[config.mk]
export PLATFORM = sky130hd
export DESIGN_NAME = mipsCore
export DESIGN_NICKNAME = d
export VERILOG_FILES = /design/src/logic/mipsPkg.sv /design/src/logic/mipsCore.sv /design/src/logic/writeResult.sv /design/src/logic/aluExecute.sv /design/src/logic/regFile.sv /design/src/logic/instrDecode.sv
export SDC_FILE = /design/constraint.sdc
export NUM_CORES = 2
export LEC_CHECK = 0
export BUFFER_PORTS_ARGS = -buffer_cell sky130_fd_sc_hd__buf_2
export CORE_ASPECT_RATIO = 2
export CORE_MARGIN = 10
export CORE_UTILIZATION = 30
export DETAILED_ROUTE_END_ITERATION = 8
export GPL_TIMING_DRIVEN = 0
export MAX_ROUTING_LAYER = met4
export PLACE_DENSITY = 0.52
export SLEW_MARGIN = 20
export SYNTH_ARGS = -nofsm -noshare
export SYNTH_HDL_FRONTEND = slang
export SYNTH_HIERARCHICAL = 1
export SYNTH_SLANG_ARGS = --single-unit
[constraint.sdc]
create_clock -name clk -period 8.1 [get_ports clk]
set_input_delay 0.81 -clock clk [delete_from_list [all_inputs] [get_ports clk]]
set_output_delay 0.81 -clock clk [all_outputs]
set_load 0.02 [all_outputs]
[src/logic/mipsPkg.sv]
package mipsPkg;

	////////////////////////////////////////////////////////////////////////////
	// Datapath sizes
	////////////////////////////////////////////////////////////////////////////

	// Register and data word width
	localparam int dataWidth = 32;
	// Register index width
	localparam int regAddrWidth = 5;
	// Entries in the register file
	localparam int numRegs = 32;

	////////////////////////////////////////////////////////////////////////////
	// Opcode field values in bits 31..26
	////////////////////////////////////////////////////////////////////////////

	// All R-type share opcode zero
	localparam logic [5:0] opRType = 6'h00;
	localparam logic [5:0] opAddi = 6'h08;
	localparam logic [5:0] opSlti = 6'h0A;
	// Logic immediates use zero extension
	localparam logic [5:0] opAndi = 6'h0C;
	localparam logic [5:0] opOri = 6'h0D;
	// Load upper immediate
	localparam logic [5:0] opLui = 6'h0F;

	////////////////////////////////////////////////////////////////////////////
	// Funct field values in bits 5..0 for R-type
	////////////////////////////////////////////////////////////////////////////

	localparam logic [5:0] functAdd = 6'h20;
	localparam logic [5:0] functSub = 6'h22;
	localparam logic [5:0] functAnd = 6'h24;
	localparam logic [5:0] functOr = 6'h25;
	localparam logic [5:0] functNor = 6'h27;
	// Set on signed less-than
	localparam logic [5:0] functSlt = 6'h2A;

	////////////////////////////////////////////////////////////////////////////
	// ALU operation select
	////////////////////////////////////////////////////////////////////////////

	// One code per ALU function
	typedef enum logic [2:0]
	{
		aluAdd = 3'd0,
		aluSub = 3'd1,
		aluAnd = 3'd2,
		aluOr = 3'd3,
		aluNor = 3'd4,
		aluSlt = 3'd5,
		// Immediate moved to upper half
		aluLui = 3'd6
	} aluOp_t;

endpackage
[src/logic/mipsCore.sv]
module mipsCore
(
	input logic clk,
	input logic reset,
	input logic [31:0] instr,
	input logic instrValid,
	output logic resultValid,
	output logic [4:0] resultReg,
	output logic [31:0] resultData,
	output logic [31:0] retireCount
);

	// Decode to register file and ALU
	logic [mipsPkg::regAddrWidth-1:0] readAddr1;
	logic [mipsPkg::regAddrWidth-1:0] readAddr2;
	logic [mipsPkg::regAddrWidth-1:0] destReg;
	logic [15:0] imm;
	mipsPkg::aluOp_t aluOp;
	logic useImm;
	logic zeroExtend;
	logic issue;
	// Register read data
	logic [mipsPkg::dataWidth-1:0] readData1;
	logic [mipsPkg::dataWidth-1:0] readData2;
	// Execute stage register
	logic exValid;
	logic [mipsPkg::regAddrWidth-1:0] exDest;
	logic [mipsPkg::dataWidth-1:0] exData;
	// Write-back port
	logic writeEnable;
	logic [mipsPkg::regAddrWidth-1:0] writeAddr;
	logic [mipsPkg::dataWidth-1:0] writeData;

	////////////////////////////////////////////////////////////////////////////
	// Stages
	////////////////////////////////////////////////////////////////////////////

	instrDecode decode (.instr(instr), .instrValid(instrValid), .readAddr1(readAddr1),
		.readAddr2(readAddr2), .destReg(destReg), .imm(imm), .aluOp(aluOp),
		.useImm(useImm), .zeroExtend(zeroExtend), .issue(issue));

	regFile regs (.clk(clk), .reset(reset), .readAddr1(readAddr1), .readAddr2(readAddr2),
		.readData1(readData1), .readData2(readData2), .writeEnable(writeEnable),
		.writeAddr(writeAddr), .writeData(writeData));

	aluExecute execute (.clk(clk), .reset(reset), .readData1(readData1),
		.readData2(readData2), .imm(imm), .useImm(useImm), .zeroExtend(zeroExtend),
		.aluOp(aluOp), .destReg(destReg), .issue(issue), .exValid(exValid),
		.exDest(exDest), .exData(exData));

	writeResult writeBack (.clk(clk), .reset(reset), .exValid(exValid), .exDest(exDest),
		.exData(exData), .writeEnable(writeEnable), .writeAddr(writeAddr),
		.writeData(writeData), .resultValid(resultValid), .resultReg(resultReg),
		.resultData(resultData), .retireCount(retireCount));

endmodule

[src/logic/writeResult.sv]
module writeResult
(
	input logic clk,
	input logic reset,
	input logic exValid,
	input logic [mipsPkg::regAddrWidth-1:0] exDest,
	input logic [mipsPkg::dataWidth-1:0] exData,
	output logic writeEnable,
	output logic [mipsPkg::regAddrWidth-1:0] writeAddr,
	output logic [mipsPkg::dataWidth-1:0] writeData,
	output logic resultValid,
	output logic [mipsPkg::regAddrWidth-1:0] resultReg,
	output logic [mipsPkg::dataWidth-1:0] resultData,
	output logic [31:0] retireCount
);

	////////////////////////////////////////////////////////////////////////////
	// Register write port
	////////////////////////////////////////////////////////////////////////////

	// Register 0 stays zero, so its writes are dropped here
	assign writeEnable = exValid && (exDest != '0);
	assign writeAddr = exDest;
	assign writeData = exData;

	// Result reported even for destination 0
	assign resultValid = exValid;
	assign resultReg = exDest;
	assign resultData = exData;

	////////////////////////////////////////////////////////////////////////////
	// Retire counter
	////////////////////////////////////////////////////////////////////////////

	// One count per write-back cycle
	always_ff @(posedge clk)
	begin
		if (reset)
			retireCount <= '0;
		else if (exValid)
			retireCount <= retireCount + 32'd1;
	end

endmodule

[src/logic/aluExecute.sv]
module aluExecute
(
	input logic clk,
	input logic reset,
	input logic [mipsPkg::dataWidth-1:0] readData1,
	input logic [mipsPkg::dataWidth-1:0] readData2,
	input logic [15:0] imm,
	input logic useImm,
	input logic zeroExtend,
	input mipsPkg::aluOp_t aluOp,
	input logic [mipsPkg::regAddrWidth-1:0] destReg,
	input logic issue,
	output logic exValid,
	output logic [mipsPkg::regAddrWidth-1:0] exDest,
	output logic [mipsPkg::dataWidth-1:0] exData
);

	////////////////////////////////////////////////////////////////////////////
	// Operand B
	////////////////////////////////////////////////////////////////////////////

	logic [mipsPkg::dataWidth-1:0] immExt;
	logic [mipsPkg::dataWidth-1:0] opB;
	logic [mipsPkg::dataWidth-1:0] aluResult;

	// andi and ori take zero fill, the rest sign fill
	assign immExt = zeroExtend ? {16'h0000, imm} : {{16{imm[15]}}, imm};
	assign opB = useImm ? immExt : readData2;

	////////////////////////////////////////////////////////////////////////////
	// ALU
	////////////////////////////////////////////////////////////////////////////

	always_comb
	begin
		case (aluOp)
			mipsPkg::aluAdd: aluResult = readData1 + opB;
			mipsPkg::aluSub: aluResult = readData1 - opB;
			mipsPkg::aluAnd: aluResult = readData1 & opB;
			mipsPkg::aluOr: aluResult = readData1 | opB;
			mipsPkg::aluNor: aluResult = ~(readData1 | opB);
			// One in bit 0 when rs is less, signed
			mipsPkg::aluSlt: aluResult = {31'd0, $signed(readData1) < $signed(opB)};
			// Upper half from the immediate, lower half zero
			mipsPkg::aluLui: aluResult = {imm, 16'h0000};
			default: aluResult = '0;
		endcase
	end

	////////////////////////////////////////////////////////////////////////////
	// Stage register
	////////////////////////////////////////////////////////////////////////////

	// Only the valid flag is control state
	always_ff @(posedge clk)
	begin
		if (reset)
			exValid <= 1'b0;
		else
			exValid <= issue;
	end

	// Payload held until the next issued instruction
	always_ff @(posedge clk)
	begin
		if (issue)
		begin
			exDest <= destReg;
			exData <= aluResult;
		end
	end

endmodule

[src/logic/regFile.sv]
module regFile
(
	input logic clk,
	input logic reset,
	input logic [mipsPkg::regAddrWidth-1:0] readAddr1,
	input logic [mipsPkg::regAddrWidth-1:0] readAddr2,
	output logic [mipsPkg::dataWidth-1:0] readData1,
	output logic [mipsPkg::dataWidth-1:0] readData2,
	input logic writeEnable,
	input logic [mipsPkg::regAddrWidth-1:0] writeAddr,
	input logic [mipsPkg::dataWidth-1:0] writeData
);

	////////////////////////////////////////////////////////////////////////////
	// Register array
	////////////////////////////////////////////////////////////////////////////

	logic [mipsPkg::dataWidth-1:0] regs [mipsPkg::numRegs];
	// Write port hits each read port
	logic bypass1;
	logic bypass2;

	// Cleared as a block on reset
	always_ff @(posedge clk)
	begin
		if (reset)
		begin
			for (int i = 0; i < mipsPkg::numRegs; i++)
			begin
				regs[i] <= '0;
			end
		end
		else if (writeEnable)
		begin
			// Address 0 never arrives here with writeEnable set
			regs[writeAddr] <= writeData;
		end
	end

	////////////////////////////////////////////////////////////////////////////
	// Read ports with write-through
	////////////////////////////////////////////////////////////////////////////

	assign bypass1 = writeEnable && (writeAddr == readAddr1);
	assign bypass2 = writeEnable && (writeAddr == readAddr2);

	// Same-cycle write seen by the dependent read
	assign readData1 = bypass1 ? writeData : regs[readAddr1];
	assign readData2 = bypass2 ? writeData : regs[readAddr2];

endmodule

[src/logic/instrDecode.sv]
module instrDecode
(
	input logic [mipsPkg::dataWidth-1:0] instr,
	input logic instrValid,
	output logic [mipsPkg::regAddrWidth-1:0] readAddr1,
	output logic [mipsPkg::regAddrWidth-1:0] readAddr2,
	output logic [mipsPkg::regAddrWidth-1:0] destReg,
	output logic [15:0] imm,
	output mipsPkg::aluOp_t aluOp,
	output logic useImm,
	output logic zeroExtend,
	output logic issue
);

	////////////////////////////////////////////////////////////////////////////
	// Field split
	////////////////////////////////////////////////////////////////////////////

	logic [5:0] opcode;
	logic [5:0] funct;
	logic [mipsPkg::regAddrWidth-1:0] rdField;
	// Low when opcode or funct is not in the supported set
	logic supported;

	assign opcode = instr[31:26];
	assign funct = instr[5:0];
	assign rdField = instr[15:11];

	// rs and rt always feed the read ports
	assign readAddr1 = instr[25:21];
	assign readAddr2 = instr[20:16];
	assign imm = instr[15:0];

	// R-type writes rd, I-type writes rt
	assign destReg = (opcode == mipsPkg::opRType) ? rdField : instr[20:16];

	////////////////////////////////////////////////////////////////////////////
	// Control decode
	////////////////////////////////////////////////////////////////////////////

	always_comb
	begin
		// Defaults for a plain register add
		aluOp = mipsPkg::aluAdd;
		useImm = 1'b0;
		zeroExtend = 1'b0;
		supported = 1'b1;
		case (opcode)
			mipsPkg::opRType:
			begin
				// Operation taken from funct
				case (funct)
					mipsPkg::functAdd: aluOp = mipsPkg::aluAdd;
					mipsPkg::functSub: aluOp = mipsPkg::aluSub;
					mipsPkg::functAnd: aluOp = mipsPkg::aluAnd;
					mipsPkg::functOr: aluOp = mipsPkg::aluOr;
					mipsPkg::functNor: aluOp = mipsPkg::aluNor;
					mipsPkg::functSlt: aluOp = mipsPkg::aluSlt;
					default: supported = 1'b0;
				endcase
			end
			mipsPkg::opAddi:
			begin
				aluOp = mipsPkg::aluAdd;
				useImm = 1'b1;
			end
			mipsPkg::opSlti:
			begin
				// Signed compare against sign-extended immediate
				aluOp = mipsPkg::aluSlt;
				useImm = 1'b1;
			end
			mipsPkg::opAndi:
			begin
				aluOp = mipsPkg::aluAnd;
				useImm = 1'b1;
				zeroExtend = 1'b1;
			end
			mipsPkg::opOri:
			begin
				aluOp = mipsPkg::aluOr;
				useImm = 1'b1;
				zeroExtend = 1'b1;
			end
			mipsPkg::opLui:
			begin
				aluOp = mipsPkg::aluLui;
				useImm = 1'b1;
			end
			default: supported = 1'b0;
		endcase
	end

	// Unsupported words are accepted but never issued
	assign issue = instrValid & supported;

endmodule

==> flow_metrics.py <==
metrics = {
    "synth": {
        "syn_inst": 5238,
        "syn_area_um2": 65500,
        "synth_nets": 5372,
        "yosys_warnings": 6,
        "syn_area_per_cell_um2": 12.5,
        "synth_edf_count": 1061,
        "ys_ff_latch": 1094,
        "ys.flop_type": "edfxtp_1",
        "synthArstFlopShare_pct": 0,
        "yosysSeqAreaShare_pct": 49.7,
        "synth.distinct_cells": 112,
    },
    "global_route": {
        "met2_usage_pct": 49.4,
        "top_usage_layer": "met2",
        "track_usage_pct": 28.1,
        "use_met3_pct": 5.23,
        "grt_pass1_wl_mm": 438,
        "grt_start_max_net_pins": 33,
        "grt_pass1_vias": 50300,
        "use_met1_pct": 24.4,
        "grt.overflow.total": 0,
        "antenna_found_initial": 21,
    },
    "worst_hold_path": {
        "holdPathStages": 2,
        "worstHoldStart": "instr[12]",
        "hold_path_end": "execute/exDest[1]",
        "min_path_type": "primary input to flop",
    },
    "floorplan": {
        "die-area_um2": 238000,
        "ioPinCount": 105,
        "row_count": 242,
        "core_area_um2": 217000,
        "die_w_um": 350,
        "start_util_pct": 30.2,
        "fp.dieH_um": 681,
    },
    "setup_path": {
        "r2r_end": "execute/exData[0]",
        "required_ns": 8.60,
        "rr_startpoint": "execute/exDest[1]",
        "r2r_cells": 21,
        "r2r_setup_slack_ns": 0.88,
        "crit_arrival_ns": 7.89,
        "worstSetupPathType": "primary input to flop",
        "start_kind": "primary input",
        "cp_max_fo": 10,
        "critPathCaptureType": "flop",
        "crit_start": "instr[21]",
    },
    "drt": {
        "first_pass_iters": 6,
        "wl_per_cell_um": 39.6,
        "drtIter0Drc": 4317,
        "avgViaCountPerCell": 5.82,
        "num_vias": 48800,
        "drtAntennaViolNets": 0,
        "drcViolationCount": 0,
        "wirelength_mm": 332,
    },
    "power": {
        "vdd_ir_drop_max_mv": 0.155,
        "p_leak_uw": 0.0267,
        "power_density_nw_per_um2": 198,
        "finalPower_uw": 14600,
    },
    "timing": {
        "setup_viol": 0,
        "final.min_clock_period_ns": 7.40,
        "rsz0062_at_grt": "false",
        "final-max-slew-violation-count": 0,
        "tightest_slew_ns": 1.43,
        "fin_crit_sh_pct": 91.3,
        "clock_skew_ns": 0.0290,
        "hold_viol": 0,
        "timing.final.ws_setup_ns": 0.703,
        "max_clock_freq_ghz": 0.135,
        "max_slew_margin_pct": 4.88,
    },
    "layout": {
        "final_layout_size_suffix_gt1_share_pct": 22.4,
        "mostFrequentLayoutCell": "edfxtp_1",
        "final_cell_area_um2": 73400,
        "syn_to_final_growth_pct": 12.2,
        "multi_input_area_um2": 29500,
        "nFillCells": 21400,
        "layout_common_cells": "edfxtp_1 (1,061), and2_1 (995), clkbuf_1 (294)",
        "final_nets": 5590,
        "seq_area_um2": 32500,
    },
    "run": {
        "maxCapViolations": 0,
    },
    "place": {
        "place_area_um2": 69800,
        "portBuffers": 94,
        "dp_hpwl_mm": 261,
        "gp_congestion": 1.11,
        "place_ws_ns": 0.262,
    },
    "clock_network": {
        "path_clk_slew_ns": 0.06,
        "clock_path_buffers": 3,
        "cts_buffers": 108,
        "cts_hold_buf": 0,
        "clockRootBuffer": "clkbuf_16",
        "clock_latency_ns": 0.76,
        "cts_tree": "done",
        "cts_sinks": 1094,
        "cts_max_level": 3,
        "cts_setup_buffers": 0,
        "ctsResizeCount": 0,
    },
    "run_status": {
        "outcome": "complete, no violations",
    },
}
==> metal layers <==
layer,share of wire (%),vias up
met2,52,2647
met1,30,24800
li1,-,20000
met3,6.1,1356
met4,13,0
met5,0,-
==> cell usage after synthesis (40+ instances only) <==
cell type	n	share of area [%]
buf_4	145	1.7
o31ai_1	40	0.46
nor3_1	48	0.37
ha_1	97	1.9
o22ai_1	126	1.2
buf_2	110	0.84
o21ai_0	57	0.44
a22oi_1	156	1.8
mux4_2	278	9.6
inv_1	101	0.58
and2_1	995	9.5
clkbuf_1	285	1.6
edfxtp_1	1061	49
a21oi_1	93	0.71
nand3_1	49	0.37
nor2_1	140	0.80
mux2_2	273	4.7
nor2b_1	77	0.74
nand2_1	171	0.98
a211oi_1	57	0.65
mux2i_1	224	3.4
==> cell families (layout without fill, tap and decap cells) <==
group / count (synthesis) / in the layout / synth area share, %
compound gates: 812 / 812 / 9.07
fa+ha+maj: 99 / 99 / 1.92
mux: 780 / 780 / 17.8
simple gates: 1703 / 1703 / 15.3
xor+xnor: 53 / 53 / 0.709
flops: 1094 / 1094 / 49.7
buf+inv: 697 / 1002 / 5.54
other cells: 0 / 27 / 0
==> sequential cells by signal, indices dropped and copies added, names as in the netlist <==
| name | flops |
|---|---|
| execute/exData | 32 |
| regs/regs | 1024 |
| execute/exDest | 5 |
| execute/exValid | 1 |
| writeBack/retireCount | 32 |
==> critical path: stages <==
cell and delay (ns):
buf_4 0.12, buf_6 0.14, buf_6 0.18, buf_4 0.27, buf_6 0.23, nor2_2 0.93
a211oi_1 0.40, o41ai_1 0.99, inv_1 0.16, ha_1 0.30, fa_1 0.45, o21bai_2 0.21
a221oi_2 0.10, nor3_2 0.56, o21bai_2 0.37, a211oi_1 0.49, o22ai_2 0.20, o31ai_1 0.28
a2111oi_2 0.13, buf_4 0.20, a211o_1 0.27
==> power by group <==
| group | switching, uW | internal, uW | leakage (uW) |
|---|---|---|---|
| Combinational | 1790 | 950 | 0.0140 |
| Sequential | 132 | 6430 | 0.0110 |
| Clock | 2430 | 2840 | 0.00170 |
| Total | 4350 | 10200 | 0.0267 |
==> layout make-up <==
class	count	area share, %
multi-input cells	3447	40.2
well taps	2806	4.78
flip-flops and latches	1094	44.3
clock inverters	67	0.961
inverters	103	0.526
plain buffers	594	4.43
diodes	27	0.0920
clock buffers	130	3.79
repair buffers	108	0.959
==> through the flow <==
stage                     hold WS [ns]  instances  setup TNS [ns]  util [%]
after CTS                        0.364       8347               0      33.8
after global routing             0.392       8365               0      33.8
after global placement           0.463       8138           -2.39      32.0
final                            0.400       8376               0      33.8
after detailed placement         0.477       8150               0      32.2
after floorplan                  0.545       5238               0         -
==> worst max path at each step <==
stage,to,cells after the start
floorplan,execute/exData[0],21
global placement,execute/exData[0],21
detailed placement,execute/exData[0],21
CTS,execute/exData[0],21
global route,execute/exData[0],21
finish,execute/exData[0],21
(Power assumes the default switching activity.)
